## config.mk

```make
export PLATFORM = sky130hd
export DESIGN_NAME = uart_top
export DESIGN_NICKNAME = d
export VERILOG_FILES = /design/src/logic/uart_pkg.sv /design/src/logic/byte_fifo.sv /design/src/logic/uart_regs.sv /design/src/logic/uart_rx_deframer.sv /design/src/logic/uart_top.sv /design/src/logic/uart_tx_serializer.sv
export VERILOG_INCLUDE_DIRS = /design/src /design/src/logic
export SDC_FILE = /design/constraint.sdc
export NUM_CORES = 1
export LEC_CHECK = 0
export ABC_AREA = 1
export BUFFER_PORTS_ARGS = -buffer_cell sky130_fd_sc_hd__buf_2
export CAP_MARGIN = 10
export CELL_PAD_IN_SITES_DETAIL_PLACEMENT = 1
export CELL_PAD_IN_SITES_GLOBAL_PLACEMENT = 1
export CORE_UTILIZATION = 40
export CTS_CLUSTER_SIZE = 8
export DETAILED_ROUTE_END_ITERATION = 16
export PLACE_DENSITY = 0.83
export REMOVE_ABC_BUFFERS = 1
export SLEW_MARGIN = 10
export SYNTH_ARGS = -nofsm -noshare
export SYNTH_HDL_FRONTEND = slang
export SYNTH_SLANG_ARGS = --single-unit
```

## constraint.sdc

```tcl
create_clock -name i_clock -period 1.8 [get_ports i_clock]
set_input_delay 0.18 -clock i_clock [delete_from_list [all_inputs] [get_ports i_clock]]
set_output_delay 0.18 -clock i_clock [all_outputs]
set_load 0.005 [all_outputs]
```

## src/logic/uart_defs.svh

```systemverilog
`ifndef UART_DEFS_SVH
`define UART_DEFS_SVH

// Clocks per serial bit.
// Whole clocks only, the bit timers have no fractional part.
`define UART_CLOCKS_PER_BIT 16

// Receive FIFO depth in bytes.
// Must be a power of two for the wrapping pointers.
`define UART_FIFO_DEPTH 8

// Width of one register on the bus.
`define UART_BUS_WIDTH 32

// Bits in one serial data word.
`define UART_DATA_BITS 8

`endif

```

## src/logic/uart_pkg.sv

```systemverilog
package uart_pkg;

	// Register map, one word per address.
	typedef enum logic [1:0] {
		REG_RX_DATA = 2'd0,
		REG_STATUS  = 2'd1,
		REG_TX_DATA = 2'd2,
		REG_CONTROL = 2'd3
	} uart_reg_addr_t;

	typedef enum logic [1:0] {
		RX_IDLE,
		RX_START,
		RX_DATA,
		RX_STOP
	} rx_state_t;

	typedef enum logic [1:0] {
		TX_IDLE,
		TX_START,
		TX_DATA,
		TX_STOP
	} tx_state_t;

	// Request held by the bus master while i_req is high.
	typedef struct packed {
		uart_reg_addr_t address;
		logic           write;
		logic [31:0]    wdata;
		logic [5:0]     pad;
	} bus_req_t;

	typedef struct packed {
		logic [2:0] reserved;
		logic       irq_enable;
		logic       framing_error;
		logic       overrun;
		logic       tx_busy;
		logic       rx_empty;
	} uart_status_t;

endpackage

```

## src/logic/byte_fifo.sv

```systemverilog
`timescale 1ns/1ps

`include "uart_defs.svh"

module byte_fifo #(
	parameter int DEPTH = `UART_FIFO_DEPTH
) (
	input  logic       i_clock,
	input  logic       i_reset,
	input  logic       i_push,
	input  logic [7:0] i_wdata,
	input  logic       i_pop,
	output logic [7:0] o_rdata,
	output logic       o_empty,
	output logic       o_full
);

	localparam int ADDR_W = $clog2(DEPTH);

	logic [7:0] mem [DEPTH];

	// One extra bit tells full from empty when the addresses match.
	logic [ADDR_W:0] wr_ptr;
	logic [ADDR_W:0] rd_ptr;

	always_ff @(posedge i_clock) begin
		if (i_reset) begin
			wr_ptr <= '0;
			rd_ptr <= '0;
		end else begin
			if (i_push) begin
				wr_ptr <= wr_ptr + 1'b1;
			end
			if (i_pop) begin
				rd_ptr <= rd_ptr + 1'b1;
			end
		end
	end

	// Storage.
	always_ff @(posedge i_clock) begin
		if (i_push) begin
			mem[wr_ptr[ADDR_W-1:0]] <= i_wdata;
		end
	end

	// Head byte shown ahead of the pop.
	assign o_rdata = mem[rd_ptr[ADDR_W-1:0]];

	assign o_empty = (wr_ptr == rd_ptr);
	assign o_full  = (wr_ptr[ADDR_W] != rd_ptr[ADDR_W]) &&
	                 (wr_ptr[ADDR_W-1:0] == rd_ptr[ADDR_W-1:0]);

	// The owner of the strobes must respect the flags.
	a_no_overflow: assert property (@(posedge i_clock) disable iff (i_reset)
		i_push |-> !o_full);

	a_no_underflow: assert property (@(posedge i_clock) disable iff (i_reset)
		i_pop |-> !o_empty);

endmodule

```

## src/logic/uart_regs.sv

```systemverilog
`timescale 1ns/1ps

module uart_regs (
	input  logic               i_clock,
	input  logic               i_reset,
	input  logic               i_req,
	input  uart_pkg::bus_req_t i_bus_req,
	output logic               o_ack,
	output logic [31:0]        o_rdata,
	output logic               o_interrupt,
	output logic               o_fifo_push,
	output logic               o_fifo_pop,
	input  logic [7:0]         i_fifo_rdata,
	input  logic               i_fifo_empty,
	input  logic               i_fifo_full,
	input  logic               i_rx_valid,
	input  logic [7:0]         i_rx_byte,
	input  logic               i_rx_frame_error,
	output logic               o_tx_start,
	output logic [7:0]         o_tx_byte,
	input  logic               i_tx_busy
);

	import uart_pkg::*;

	typedef enum logic [1:0] {
		HS_IDLE,
		HS_ACKING,
		HS_RELEASE
	} hs_state_t;

	hs_state_t      hs_state;
	uart_reg_addr_t addr;
	uart_status_t   status;

	logic        irq_enable;
	logic        framing_error;
	logic        overrun;
	logic        tx_write;
	logic        ack_go;
	logic        is_read;
	logic [31:0] read_value;

	assign addr     = i_bus_req.address;
	assign is_read  = !i_bus_req.write;
	assign tx_write = i_bus_req.write && (addr == REG_TX_DATA);

	// Decode fires once, on the cycle before o_ack rises.
	// A TX write waits here while the serializer is busy.
	assign ack_go = (hs_state == HS_ACKING) && !(tx_write && i_tx_busy);

	always_ff @(posedge i_clock) begin
		if (i_reset) begin
			hs_state <= HS_IDLE;
		end else begin
			case (hs_state)
				HS_IDLE: begin
					if (i_req) begin
						hs_state <= HS_ACKING;
					end
				end
				HS_ACKING: begin
					if (ack_go) begin
						hs_state <= HS_RELEASE;
					end
				end
				HS_RELEASE: begin
					if (!i_req) begin
						hs_state <= HS_IDLE;
					end
				end
				default: hs_state <= HS_IDLE;
			endcase
		end
	end

	assign o_ack = (hs_state == HS_RELEASE);

	// Strobes to the FIFO and serializer.
	assign o_fifo_pop  = ack_go && is_read && (addr == REG_RX_DATA) && !i_fifo_empty;
	assign o_tx_start  = ack_go && tx_write;
	assign o_tx_byte   = i_bus_req.wdata[7:0];
	assign o_fifo_push = i_rx_valid && !i_fifo_full;

	always_comb begin
		status               = '0;
		status.irq_enable    = irq_enable;
		status.framing_error = framing_error;
		status.overrun       = overrun;
		status.tx_busy       = i_tx_busy;
		status.rx_empty      = i_fifo_empty;
	end

	always_comb begin
		read_value = '0;
		case (addr)
			REG_RX_DATA: read_value = i_fifo_empty ? 32'd0 : {24'd0, i_fifo_rdata};
			REG_STATUS:  read_value = {24'd0, status};
			REG_CONTROL: read_value = {31'd0, irq_enable};
			default:     read_value = '0;
		endcase
	end

	// Captured as o_ack rises, held until the next read.
	always_ff @(posedge i_clock) begin
		if (ack_go && is_read) begin
			o_rdata <= read_value;
		end
	end

	always_ff @(posedge i_clock) begin
		if (i_reset) begin
			irq_enable    <= 1'b0;
			framing_error <= 1'b0;
			overrun       <= 1'b0;
		end else begin
			if (ack_go && i_bus_req.write && addr == REG_CONTROL) begin
				irq_enable <= i_bus_req.wdata[0];
			end
			// Clear on status read; a new event in the same cycle wins.
			if (ack_go && is_read && addr == REG_STATUS) begin
				framing_error <= 1'b0;
				overrun       <= 1'b0;
			end
			if (i_rx_frame_error) begin
				framing_error <= 1'b1;
			end
			if (i_rx_valid && i_fifo_full) begin
				overrun <= 1'b1;
			end
		end
	end

	assign o_interrupt = irq_enable && !i_fifo_empty;

	// The request was still held on the edge that raised o_ack.
	a_ack_needs_req: assert property (@(posedge i_clock) disable iff (i_reset)
		$rose(o_ack) |-> $past(i_req));

	// Receiver must hand over a settled byte with its strobe.
	a_rx_byte_known: assert property (@(posedge i_clock) disable iff (i_reset)
		o_fifo_push |-> !$isunknown(i_rx_byte));

endmodule

```

## src/logic/uart_rx_deframer.sv

```systemverilog
`timescale 1ns/1ps

`include "uart_defs.svh"

module uart_rx_deframer #(
	parameter int CLOCKS_PER_BIT = `UART_CLOCKS_PER_BIT
) (
	input  logic       i_clock,
	input  logic       i_reset,
	input  logic       i_rx,
	output logic       o_valid,
	output logic [7:0] o_byte,
	output logic       o_frame_error
);

	import uart_pkg::*;

	localparam int CNT_W = $clog2(CLOCKS_PER_BIT);
	localparam logic [CNT_W-1:0] HALF_BIT = CNT_W'(CLOCKS_PER_BIT / 2 - 1);
	localparam logic [CNT_W-1:0] FULL_BIT = CNT_W'(CLOCKS_PER_BIT - 1);

	rx_state_t state;

	logic             rx_meta;
	logic             rx_sync;
	logic [CNT_W-1:0] bit_count;
	logic [2:0]       bit_index;
	logic [7:0]       shift;
	logic             sample;

	// Two-flop synchronizer, idles high like the line.
	always_ff @(posedge i_clock) begin
		if (i_reset) begin
			rx_meta <= 1'b1;
			rx_sync <= 1'b1;
		end else begin
			rx_meta <= i_rx;
			rx_sync <= rx_meta;
		end
	end

	// Bit timer expired, this is a sample point.
	assign sample = (bit_count == '0);

	always_ff @(posedge i_clock) begin
		if (i_reset) begin
			state         <= RX_IDLE;
			bit_count     <= '0;
			bit_index     <= '0;
			o_valid       <= 1'b0;
			o_frame_error <= 1'b0;
		end else begin
			o_valid       <= 1'b0;
			o_frame_error <= 1'b0;
			if (!sample) begin
				bit_count <= bit_count - 1'b1;
			end
			case (state)
				RX_IDLE: begin
					// Falling edge, wait half a bit.
					if (!rx_sync) begin
						state     <= RX_START;
						bit_count <= HALF_BIT;
					end
				end
				RX_START: begin
					if (sample) begin
						if (rx_sync) begin
							// Glitch, not a start bit.
							state <= RX_IDLE;
						end else begin
							state     <= RX_DATA;
							bit_count <= FULL_BIT;
							bit_index <= '0;
						end
					end
				end
				RX_DATA: begin
					if (sample) begin
						bit_count <= FULL_BIT;
						bit_index <= bit_index + 1'b1;
						if (bit_index == 3'd7) begin
							state <= RX_STOP;
						end
					end
				end
				RX_STOP: begin
					if (sample) begin
						state <= RX_IDLE;
						if (rx_sync) begin
							o_valid <= 1'b1;
						end else begin
							o_frame_error <= 1'b1;
						end
					end
				end
				default: state <= RX_IDLE;
			endcase
		end
	end

	// Data arrives LSB first.
	always_ff @(posedge i_clock) begin
		if (state == RX_DATA && sample) begin
			shift <= {rx_sync, shift[7:1]};
		end
	end

	assign o_byte = shift;

	a_one_outcome: assert property (@(posedge i_clock) disable iff (i_reset)
		!(o_valid && o_frame_error));

endmodule

```

## src/logic/uart_top.sv

```systemverilog
`timescale 1ns/1ps

`include "uart_defs.svh"

module uart_top #(
	parameter int CLOCKS_PER_BIT = `UART_CLOCKS_PER_BIT,
	parameter int FIFO_DEPTH     = `UART_FIFO_DEPTH
) (
	input  logic               i_clock,
	input  logic               i_reset,
	input  logic               i_req,
	input  uart_pkg::bus_req_t i_bus_req,
	output logic               o_ack,
	output logic [31:0]        o_rdata,
	output logic               o_interrupt,
	input  logic               i_rx,
	output logic               o_tx
);

	logic       fifo_push;
	logic       fifo_pop;
	logic [7:0] fifo_rdata;
	logic       fifo_empty;
	logic       fifo_full;
	logic       rx_valid;
	logic [7:0] rx_byte;
	logic       rx_frame_error;
	logic       tx_start;
	logic [7:0] tx_byte;
	logic       tx_busy;

	uart_regs regs_i (
		.i_clock          (i_clock),
		.i_reset          (i_reset),
		.i_req            (i_req),
		.i_bus_req        (i_bus_req),
		.o_ack            (o_ack),
		.o_rdata          (o_rdata),
		.o_interrupt      (o_interrupt),
		.o_fifo_push      (fifo_push),
		.o_fifo_pop       (fifo_pop),
		.i_fifo_rdata     (fifo_rdata),
		.i_fifo_empty     (fifo_empty),
		.i_fifo_full      (fifo_full),
		.i_rx_valid       (rx_valid),
		.i_rx_byte        (rx_byte),
		.i_rx_frame_error (rx_frame_error),
		.o_tx_start       (tx_start),
		.o_tx_byte        (tx_byte),
		.i_tx_busy        (tx_busy)
	);

	byte_fifo #(
		.DEPTH (FIFO_DEPTH)
	) rx_fifo_i (
		.i_clock (i_clock),
		.i_reset (i_reset),
		.i_push  (fifo_push),
		.i_wdata (rx_byte),
		.i_pop   (fifo_pop),
		.o_rdata (fifo_rdata),
		.o_empty (fifo_empty),
		.o_full  (fifo_full)
	);

	uart_rx_deframer #(
		.CLOCKS_PER_BIT (CLOCKS_PER_BIT)
	) rx_i (
		.i_clock       (i_clock),
		.i_reset       (i_reset),
		.i_rx          (i_rx),
		.o_valid       (rx_valid),
		.o_byte        (rx_byte),
		.o_frame_error (rx_frame_error)
	);

	uart_tx_serializer #(
		.CLOCKS_PER_BIT (CLOCKS_PER_BIT)
	) tx_i (
		.i_clock (i_clock),
		.i_reset (i_reset),
		.i_start (tx_start),
		.i_byte  (tx_byte),
		.o_tx    (o_tx),
		.o_busy  (tx_busy)
	);

endmodule

```

## src/logic/uart_tx_serializer.sv

```systemverilog
`timescale 1ns/1ps

`include "uart_defs.svh"

module uart_tx_serializer #(
	parameter int CLOCKS_PER_BIT = `UART_CLOCKS_PER_BIT
) (
	input  logic       i_clock,
	input  logic       i_reset,
	input  logic       i_start,
	input  logic [7:0] i_byte,
	output logic       o_tx,
	output logic       o_busy
);

	import uart_pkg::*;

	localparam int CNT_W = $clog2(CLOCKS_PER_BIT);
	localparam logic [CNT_W-1:0] FULL_BIT = CNT_W'(CLOCKS_PER_BIT - 1);

	tx_state_t state;

	logic [CNT_W-1:0] bit_count;
	logic [2:0]       bit_index;
	logic [7:0]       shift;
	logic             bit_end;

	assign bit_end = (bit_count == '0);

	always_ff @(posedge i_clock) begin
		if (i_reset) begin
			state     <= TX_IDLE;
			bit_count <= '0;
			bit_index <= '0;
			o_tx      <= 1'b1;
		end else begin
			if (!bit_end) begin
				bit_count <= bit_count - 1'b1;
			end
			case (state)
				TX_IDLE: begin
					if (i_start) begin
						state     <= TX_START;
						bit_count <= FULL_BIT;
						o_tx      <= 1'b0;
					end
				end
				TX_START: begin
					if (bit_end) begin
						state     <= TX_DATA;
						bit_count <= FULL_BIT;
						bit_index <= '0;
						o_tx      <= shift[0];
					end
				end
				TX_DATA: begin
					if (bit_end) begin
						bit_count <= FULL_BIT;
						bit_index <= bit_index + 1'b1;
						if (bit_index == 3'd7) begin
							state <= TX_STOP;
							o_tx  <= 1'b1;
						end else begin
							o_tx <= shift[1];
						end
					end
				end
				TX_STOP: begin
					// Busy drops once the stop bit is complete.
					if (bit_end) begin
						state <= TX_IDLE;
					end
				end
				default: state <= TX_IDLE;
			endcase
		end
	end

	// Shift register, bit 0 is the next data bit on the line.
	always_ff @(posedge i_clock) begin
		if (state == TX_IDLE && i_start) begin
			shift <= i_byte;
		end else if (state == TX_DATA && bit_end) begin
			shift <= shift >> 1;
		end
	end

	assign o_busy = (state != TX_IDLE);

	a_start_when_free: assert property (@(posedge i_clock) disable iff (i_reset)
		i_start |-> !o_busy);

endmodule

```

==> impl_metrics.csv, run 1 <==
group,metric,value,unit
synth,yosysTopAreaCell,"edfxtp_1",
synth,synth_top_area_share,46.2,%
timing,fmax,588,MHz
cells_and_area,seq_area,3420,um2
cells_and_area,syn_to_final_growth,17.3,%
synth,yosysMostFrequentCell,"nand2_1",
global_route,grt_use_total,19.6,%
route,postRouteAntennaNets,0,
synth,async_flop_share,0,%
cells_and_area,drive_above_1_share,16.2,%
floorplanning,dieArea,14800,um2
synth,synth_edf_count,88,
clock_tree,htree_levels,4,
synth,synthTopCellsByArea,"edfxtp_1 46%, dfxtp_1 14%, nand2_1 7.9%",
route,drtIter0Drc,211,
synth,syn_inst,594,
global_route,grt_pass1_wl,21300,um
route,num_vias,4261,
cells_and_area,n_fill_cell,1593,
cells_and_area,multi_input_area,1940,um2
setup_path,critPathMaxFanout,8,
synth,synth-seq-cells,127,
power_and_ir_drop,ir_drop,0.489,mV
timing,drv_slew,0,
global_route,grt-ovfl-total,0,
timing,rsz0062_at_grt,"yes",
clock_tree,cts_made_buffers,17,
floorplanning,placementRows,43,
setup_path,crit_path_end_kind,"flop",
clock_tree,clk_pin_slew,0.06,ns
floorplanning,start_util,41.0,%
floorplanning,die_h,122,um
route,vias_per_cell,5.06,
route,postRouteWirelength,13800,um
timing,skew,0.00709,ns
timing,setup_viol,0,
power_and_ir_drop,finalPower,0.00805,W
synth,synth_common_cells,"121 x nand2_1, 88 x edfxtp_1, 81 x nor2_1, 61 x o21ai_0, 52 x inv_1",
setup_path,worstPathRequired,1.93,ns
run,drv_cap,0,
clock_tree,clock-sinks,127,
synth,syn_avg_cell_area,9.63,um2
global_route,grt_pass1_vias,4387,
timing,hold-worst-slack,0.0351,ns
cells_and_area,fin_nets,708,
synth,synth_warnings,0,
outcome,outcome,"completed",
power_and_ir_drop,p_leak,2.74,nW
place,place_area,6090,um2
clock_tree,cts_tree,"built",
clock_tree,cts_root_buffer,"clkbuf_16",
clock_tree,clkLatencyLatePin,0.42,ns
place,gp_congestion,0.798,
setup_path,start_kind,"flop",
worst_hold_path,hold_path_startpoint,"i_bus_req[10]",
timing,tightest_slew,0.539,ns
synth,syn_area,5720,um2
route,routedWlPerCell,16.4,um
synth,synth.distinct_cells,33,
global_route,antenna_found_initial,0,
route,dr.pass1.iters,4,
timing,slew_headroom,64.0,%
setup_path,critPathLaunch,"rx_fifo_i.wr_ptr[0]",
place,port_buffers,25,
timing,hold_violations,0,
worst_hold_path,min_path_type,"input pin to flop",
cells_and_area,diodes,0,
floorplanning,core_area,13900,um2
cells_and_area,stdcell_area,6710,um2
setup_path,r2r-start,"rx_fifo_i.wr_ptr[0]",
setup_path,cp.arrival,1.83,ns
floorplanning,pin_count,80,
timing,fin_crit,1.70,ns
timing,fin_crit_sh,94.4,%
clock_tree,clk_path_buf_depth,2,
place,hpwl,9140,um
synth,synth-main-ff-cell,"edfxtp_1",
global_route,grt_max_degree,33,
floorplanning,fp.dieW,122,um
setup_path,criticalPathCategory,"flop to flop",
route,drc,0,
synth,yosysSeqAreaShare,59.9,%
power_and_ir_drop,p_per_area,1200,nW/um2
==> state kept, by name, indices dropped and copies added (netlist names), named ones only <==
register and flops:
rx_i.bit_index 3, regs_i.overrun 1, regs_i.o_rdata 8, rx_i.state 1, rx_fifo_i.rd_ptr 4, tx_i.state 2, regs_i.framing_error 1, rx_fifo_i.mem 64
rx_i.bit_count 4, rx_i.rx_sync 1, rx_i.o_byte 8, tx_i.shift 8, rx_i.rx_meta 1, rx_fifo_i.wr_ptr 4, tx_i.o_tx 1, tx_i.bit_index 3
rx_i.o_valid 1, rx_i.o_frame_error 1, tx_i.bit_count 4, regs_i.irq_enable 1, regs_i.hs_state 2
==> path summary, 6_finish.rpt <==
path | end | slack (ns) | cells after the start
min reg2reg | rx_i.rx_sync | 0.41 | 1
min | tx_i.shift[4] | 0.04 | 3
max | rx_fifo_i.mem[6][3] | 0.10 | 10
max reg2reg | rx_fifo_i.mem[6][3] | 0.10 | 10
==> layout by cell type, fill, tap and decap left out, types with 2 or more instances in the layout <==
cell type   synthesis  layout
a21oi_1            30      30
inv_1              52      51
nand3_1            22      22
nor2_1             81      77
clkbuf_1            6       2
o21ai_0            61      61
buf_6               1       4
clkbuf_16           0      17
or2_2               4       4
nor2_2              2       5
edfxtp_1           88      88
nand4_1             3       3
xor2_1              7       7
buf_4              25      20
clkinv_1            0       3
nand2_4             1       2
clkinv_2            0       4
bufinv_16           0       2
clkinvlp_4          0       3
o21ai_2             4       4
conb_1              1      24
nand3b_1            2       2
nand2_1           121     120
nand2_2             6       6
buf_2               5      25
o22ai_1             6       6
dfxtp_1            39      38
ha_1               14      14
inv_2               3       4
o211ai_1            2       2
==> where the power goes <==
group	internal [W]	total, W	switching, W
Combinational	0.000501	0.00142	0.000920
Clock	0.00201	0.00325	0.00125
Sequential	0.00327	0.00338	0.000112
==> metal layers <==
| metal | up-vias | routed length (um) | track usage, % |
|---|---|---|---|
| met5 | - | 0 | 0 |
| met4 | 0 | 314 | 8.95 |
| met3 | 26 | 583 | 4.54 |
| met2 | 108 | 7470 | 36.2 |
| met1 | 2081 | 5420 | 21.0 |
| li1 | 2046 | - | - |
==> cell type report <==
| type | count | area share (%) |
|---|---|---|
| Clock buffer | 19 | 6.46 |
| Sequential cell | 127 | 51.1 |
| Multi-Input combinational cell | 397 | 29.0 |
| Timing Repair Buffer | 51 | 5.22 |
| Tap cell | 180 | 3.36 |
| Clock inverter | 13 | 1.83 |
| Inverter | 55 | 3.08 |
==> repair_timing <==
item | CTS | global route
gates resized for setup | 0 | 13
endpoints found under the hold margin | 1 | 0
endpoints found under the setup margin | 0 | 32
buffers inserted | 0 | 2
hold buffers | 1 | 0
==> worst max-delay path: stages (launching register included) <==
cell and delay, ns:
dfxtp_1 0.34, inv_2 0.09, nand2_1 0.05, nand2_1 0.09, inv_1 0.05, nand4_1 0.20, nand2_2 0.12, inv_2 0.12
nand2_4 0.09, nor2_2 0.11, buf_6 0.15
==> metrics by stage <==
stage	setup WS, ns	std cells	setup TNS (ns)	utilization (%)
after floorplan	-0.139	579	-1.72	-
after global placement	0.111	807	0	43.7
after detailed placement	0.0365	807	0	43.7
after CTS	0.0161	840	0	47.7
after global routing	-0.00751	842	-0.0373	48.1
final	0.101	842	0	48.1
==> kinds of logic (layout without fill, tap and decap cells) <==
kind of cell,Yosys count,after routing,share of synthesized area [%]
xor+xnor,7,7,1.07
simple gates,246,246,18.0
other cells,1,24,0.0656
fa+ha+maj,14,14,3.06
flops,127,127,59.9
buf+inv,93,138,8.05
compound gates,106,106,9.87
(Power assumes the default switching activity.)
==> run 2: changes to the inputs <==
--- a/config.mk
+++ b/config.mk
@@ -11,10 +11,11 @@
 export CAP_MARGIN = 10
 export CELL_PAD_IN_SITES_DETAIL_PLACEMENT = 1
 export CELL_PAD_IN_SITES_GLOBAL_PLACEMENT = 1
-export CORE_UTILIZATION = 40
+export CORE_UTILIZATION = 41
+export CTS_BUF_LIST = sky130_fd_sc_hd__clkbuf_8
 export CTS_CLUSTER_SIZE = 8
 export DETAILED_ROUTE_END_ITERATION = 16
-export PLACE_DENSITY = 0.83
+export PLACE_DENSITY = 0.85
 export REMOVE_ABC_BUFFERS = 1
 export SLEW_MARGIN = 10
 export SYNTH_ARGS = -nofsm -noshare
==> run 2 against run 1 <==
Compared with the run above: utilization grew 0.93 points; non-clock buffer count grew 1; cell area shrank 2.0%; worst hold slack lost 0.013 ns; sequential share of layout area grew 1.1 points; die area shrank 2.4%; power shrank 8.3%; critical path depth shrank 1; global-route usage grew 0.97 points; worst setup slack lost 0.029 ns; critical path type unchanged.
==> impl_metrics.csv, run 2 (synthesized netlist as in run 1, its figures left out) <==
group,metric,value,unit
floorplanning,dieArea,14400,um2
global_route,grt_pass1_vias,4461,
setup_path,criticalPathCategory,"flop to flop",
clock_tree,clkLatencyLatePin,0.44,ns
place,hpwl,9660,um
floorplanning,core_area,13400,um2
timing,fin_crit_sh,96.0,%
timing,skew,0.0134,ns
setup_path,cp.arrival,1.87,ns
cells_and_area,layout_commonest_cell,"nand2_1",
floorplanning,fp.dieW,120,um
cells_and_area,syn_to_final_growth,14.9,%
setup_path,r2r_end,"rx_fifo_i.mem[2][4]",
timing,hold_violations,0,
cells_and_area,largest_reg_flops,64,
route,postRouteAntennaNets,0,
worst_hold_path,min_path_type,"input pin to flop",
route,vias_per_cell,5.14,
clock_tree,cts_root_buffer,"clkbuf_8",
route,drtIter0Drc,243,
setup_path,start_kind,"flop",
floorplanning,die_h,120,um
global_route,antenna_found_initial,0,
global_route,grt_max_degree,33,
clock_tree,htree_levels,4,
timing,tns,0,ns
power_and_ir_drop,seqPwrFrac,45.7,%
timing,tightest_slew,0.561,ns
clock_tree,clock-sinks,127,
power_and_ir_drop,ir_drop,0.428,mV
timing,drv_slew,0,
power_and_ir_drop,p_int,0.00529,W
outcome,outcome,"completed",
global_route,grt-ovfl-total,0,
worst_hold_path,hold_depth,3,
run,drv_cap,0,
global_route,grt_pass1_wl,22200,um
timing,fmax,579,MHz
power_and_ir_drop,finalPower,0.00739,W
timing,fin_crit,1.73,ns
floorplanning,placementRows,42,
route,drc,0,
place,port_buffers,25,
power_and_ir_drop,p_per_area,1120,nW/um2
setup_path,rrSetupSlack,0.07,ns
power_and_ir_drop,p_sw_share,28.4,%
power_and_ir_drop,power_switching,0.00210,W
route,dr.pass1.iters,6,
clock_tree,clk_pin_slew,0.08,ns
timing,slew_headroom,62.6,%
setup_path,critPathMaxFanout,8,
timing,setup_viol,0,
clock_tree,cts_tree,"built",
cells_and_area,final_cell_mix,"120 x nand2_1, 88 x edfxtp_1, 80 x nor2_1",
cells_and_area,drive_above_1_share,16.3,%
route,routedWlPerCell,16.8,um
clock_tree,cts_made_buffers,17,
cells_and_area,diodes,0,
worst_hold_path,min_to,"tx_i.shift[1]",
global_route,grt_use_total,20.5,%
setup_path,crit_path_end_kind,"flop",
power_and_ir_drop,p_leak,2.70,nW
setup_path,r2r-start,"rx_fifo_i.rd_ptr[3]",
setup_path,reg2reg_depth,9,
clock_tree,clk_path_buf_depth,2,
cells_and_area,n_fill_cell,1523,
setup_path,worstPathRequired,1.94,ns
worst_hold_path,hold_path_startpoint,"i_bus_req[7]",
floorplanning,pin_count,80,
place,gp_congestion,0.773,
power_and_ir_drop,combPwrFrac,18.9,%
power_and_ir_drop,clock_power_share,35.4,%
cells_and_area,fin_nets,709,
route,postRouteWirelength,14100,um
floorplanning,start_util,42.7,%
timing,hold-worst-slack,0.0219,ns
route,num_vias,4309,
[run 2: power groups by stage]
stage | clock network [W] | registers, W | logic (W)
finish | 0.00262 | 0.00337 | 0.00140
global route | 0.00277 | 0.00338 | 0.00159
CTS | 0.00266 | 0.00337 | 0.00140
detailed placement | 0 | 0.00343 | 0.00137
global placement | 0 | 0.00342 | 0.00127
floorplan | 0 | 0.00341 | 0.000990
[run 2: cell type report]
| cell class | instances | area [um2] | share of cell area [%] |
|---|---|---|---|
| inverter | 55 | 206 | 3.14 |
| clock inverter | 14 | 175 | 2.67 |
| clock buffer | 18 | 248 | 3.77 |
| sequential | 127 | 3430 | 52.2 |
| tap | 176 | 220 | 3.35 |
| timing repair buffer | 52 | 367 | 5.58 |
| multi-input combinational | 397 | 1930 | 29.3 |
[run 2: how the worst max path moves through the flow]
stage	startpoint	to	slack [ns]	cells past startpoint
after global routing	rx_fifo_i.rd_ptr[0]	rx_fifo_i.mem[2][4]	-0.02	10
after global placement	rx_fifo_i.wr_ptr[2]	rx_fifo_i.mem[0][2]	0.1	9
after floorplan	flop	regs_i.o_rdata[0]	-0.14	7
after detailed placement	rx_fifo_i.wr_ptr[2]	rx_fifo_i.mem[0][4]	0.02	9
after CTS	rx_fifo_i.wr_ptr[2]	rx_fifo_i.mem[0][3]	0.005	9
final	rx_fifo_i.rd_ptr[3]	rx_fifo_i.mem[2][4]	0.07	9
[run 2: layer usage]
metal | part of all wire (%) | global-route usage [%] | vias to the layer above
met5 | 0 | 0 | -
met4 | 2.7 | 9.22 | 0
met3 | 4.1 | 4.75 | 29
met2 | 52 | 36.7 | 117
met1 | 41 | 23.1 | 2110
li1 | - | - | 2053
[run 2: what timing repair did]
action / CTS / global route
endpoints found under the hold margin: 4 / 0
buffers inserted: 0 / 2
hold buffers: 4 / 0
setup endpoints to repair: 0 / 69
resized for setup: 0 / 11
[run 2: worst max-delay path, cell delays in order, from the launching register on]
cell and delay, ns:
dfxtp_1 0.37, inv_1 0.09, nand2_1 0.06, nand2_1 0.09, nand4_1 0.20, nand2_1 0.13, inv_2 0.10, nand2_2 0.09
nor2_1 0.11, buf_4 0.19
[run 2: stage by stage]
stage          std cells  instance area, um2  setup slack (ns)  util [%]
2_1_floorplan        579                5550            -0.139         -
3_3_place_gp         801                6080            0.0950      45.4
3_5_place_dp         801                6080            0.0236      45.4
4_1_cts              837                6540           0.00483      48.8
5_1_grt              839                6570           -0.0240      49.0
6_report             839                6570            0.0717      49.0
==> run 3: changes to the inputs <==
--- a/config.mk
+++ b/config.mk
@@ -11,11 +11,11 @@
 export CAP_MARGIN = 10
 export CELL_PAD_IN_SITES_DETAIL_PLACEMENT = 1
 export CELL_PAD_IN_SITES_GLOBAL_PLACEMENT = 1
-export CORE_UTILIZATION = 41
+export CORE_UTILIZATION = 49
 export CTS_BUF_LIST = sky130_fd_sc_hd__clkbuf_8
 export CTS_CLUSTER_SIZE = 8
 export DETAILED_ROUTE_END_ITERATION = 16
-export PLACE_DENSITY = 0.85
+export PLACE_DENSITY = 0.94
 export REMOVE_ABC_BUFFERS = 1
 export SLEW_MARGIN = 10
 export SYNTH_ARGS = -nofsm -noshare
==> constraint.sdc (replaced) <==
create_clock -name i_clock -period 2.1 [get_ports i_clock]
set_input_delay 0.21 -clock i_clock [delete_from_list [all_inputs] [get_ports i_clock]]
set_output_delay 0.21 -clock i_clock [all_outputs]
set_load 0.005 [all_outputs]
==> run 3 against run 2 <==
Compared with the run above: non-clock buffer count shrank 6; via count increased by 2.4%; utilization rose by 7.8 points; critical path depth is 1 higher; clock power fell by 3%; flip-flop and latch count is the same; final cell count decreased by 4.6%; clock-buffer cell count increased by 1; global-route usage grew 7.6 points; combinational power down 13%; largest power group unchanged.
==> impl_metrics.csv, run 3 (synthesized netlist as in run 1, its figures left out) <==
group,metric,value,unit
place,pre_cts_slack,0.240,ns
cells_and_area,final_util,56.8,%
clock_tree,cts_made_buffers,17,
cells_and_area,syn_to_final_growth,13.5,%
place,hpwl,10100,um
place,dp_cells,764,
setup_path,critPathMaxFanout,8,
place,gp_congestion,0.762,
route,postRouteAntennaNets,0,
outcome,outcome,"completed",
setup_path,criticalPathCategory,"flop to flop",
route,routedWlPerCell,20.2,um
route,postRouteWirelength,16100,um
floorplanning,start_util,50.1,%
route,drtIter0Drc,335,
timing,hold_violations,0,
global_route,antenna_found_initial,0,
timing,drv_slew,0,
timing,fin_crit_sh,94.1,%
route,vias_per_cell,5.52,
clock_tree,cts_tree,"built",
cells_and_area,fin_nets,703,
timing,fin_crit,1.98,ns
setup_path,worstPathRequired,2.28,ns
timing,slew_headroom,61.7,%
global_route,grt_pass1_wl,24200,um
floorplanning,die_h,110,um
floorplanning,pin_count,80,
clock_tree,clock-sinks,127,
route,num_vias,4414,
cells_and_area,layout_commonest_cell,"nand2_1",
worst_hold_path,min_to,"tx_i.shift[6]",
timing,setup_slack,0.124,ns
cells_and_area,fin_cells,800,
clock_tree,clk_path_buf_depth,2,
route,dr.pass1.iters,5,
setup_path,r2r_end,"rx_fifo_i.mem[6][2]",
place,port_buffers,25,
cells_and_area,diodes,0,
global_route,grt-ovfl-total,0,
cells_and_area,n_fill_cell,1318,
worst_hold_path,hold_depth,3,
clock_tree,cts_root_buffer,"clkbuf_8",
power_and_ir_drop,ir_drop,0.603,mV
setup_path,rrSetupSlack,0.12,ns
timing,fmax,506,MHz
global_route,grt_use_total,28.1,%
route,drc,0,
global_route,grt_pass1_vias,4595,
floorplanning,core_area,11400,um2
power_and_ir_drop,p_leak,2.66,nW
floorplanning,dieArea,12100,um2
setup_path,r2r-start,"rx_fifo_i.wr_ptr[0]",
clock_tree,htree_levels,4,
floorplanning,placementRows,39,
timing,setup_viol,0,
setup_path,start_kind,"flop",
power_and_ir_drop,p_per_area,1020,nW/um2
setup_path,crit_path_end_kind,"flop",
cells_and_area,largest_reg_flops,64,
timing,tightest_slew,0.575,ns
setup_path,cp.arrival,2.16,ns
timing,skew,0.0179,ns
setup_path,reg2reg_depth,10,
global_route,grt_max_degree,33,
cells_and_area,final_cell_mix,"120 x nand2_1, 88 x edfxtp_1, 81 x nor2_1",
clock_tree,clkLatencyLatePin,0.44,ns
run,drv_cap,0,
worst_hold_path,min_path_type,"input pin to flop",
cells_and_area,drive_above_1_share,15.5,%
worst_hold_path,hold_path_startpoint,"i_bus_req[12]",
clock_tree,clk_pin_slew,0.08,ns
floorplanning,fp.dieW,110,um
## run 3: critical path, stage by stage, from the launching register on
cell and delay (ns):
dfxtp_1 0.50, inv_2 0.12, nand2_1 0.10, nand2_1 0.10
inv_1 0.10, nand4_1 0.21, nand2_2 0.19, inv_2 0.07
nand2_2 0.10, nor2_1 0.05, buf_4 0.18
## run 3: layout make-up
| class | count | area [um2] | area share, % |
|---|---|---|---|
| Multi-Input combinational cell | 397 | 1920 | 29.6 |
| Tap cell | 143 | 179 | 2.76 |
| Timing Repair Buffer | 46 | 285 | 4.40 |
| Sequential cell | 127 | 3420 | 52.7 |
| Clock buffer | 19 | 262 | 4.03 |
| Clock inverter | 13 | 211 | 3.26 |
| Inverter | 55 | 206 | 3.18 |
## run 3: stage by stage
step	total power, W	setup TNS, ns	hold WS (ns)	cell area (um2)
floorplan	0.00377	0	0.279	5550
global placement	0.00398	0	0.395	5980
detailed placement	0.00412	0	0.400	5980
CTS	0.00666	0	0.0175	6460
global route	0.00692	-0.00170	0.0513	6490
finish	0.00665	0	0.0404	6490
## run 3: repair_timing
item | 4_1_cts | 5_1_grt
setup buffers | 0 | 3
endpoints found under the hold margin | 1 | 0
hold buffers | 1 | 0
endpoints found under the setup margin | 0 | 42
resized for setup | 0 | 2
## run 3: worst max-delay path by stage
stage | from | to | slack (ns) | depth (start not counted)
6_report | rx_fifo_i.wr_ptr[0] | rx_fifo_i.mem[6][2] | 0.12 | 10
5_1_grt | rx_fifo_i.wr_ptr[0] | rx_fifo_i.mem[6][2] | -0.002 | 10
3_5_place_dp | rx_fifo_i.wr_ptr[0] | rx_fifo_i.mem[0][0] | 0.24 | 10
2_1_floorplan | flop | regs_i.o_rdata[0] | 0.16 | 7
4_1_cts | rx_fifo_i.wr_ptr[0] | rx_fifo_i.mem[4][0] | 0.06 | 10
3_3_place_gp | rx_fifo_i.wr_ptr[2] | rx_fifo_i.mem[0][0] | 0.36 | 9
## run 3: layer usage
| layer | global-route usage, % | wire [um] | vias to the layer above |
|---|---|---|---|
| met4 | 16.6 | 741 | 0 |
| met2 | 50.7 | 8700 | 149 |
| met3 | 6.64 | 682 | 62 |
| met1 | 29.7 | 6020 | 2172 |
| li1 | - | - | 2031 |
| met5 | 0 | 0 | - |
## run 3: where the power goes
group | switching (W) | leakage (nW) | total, W | internal, W
Clock | 0.00105 | 0.224 | 0.00253 | 0.00148
Combinational | 0.000801 | 1.32 | 0.00122 | 0.000415
Sequential | 0.000104 | 1.11 | 0.00290 | 0.00280
Total | 0.00196 | 2.66 | 0.00665 | 0.00469
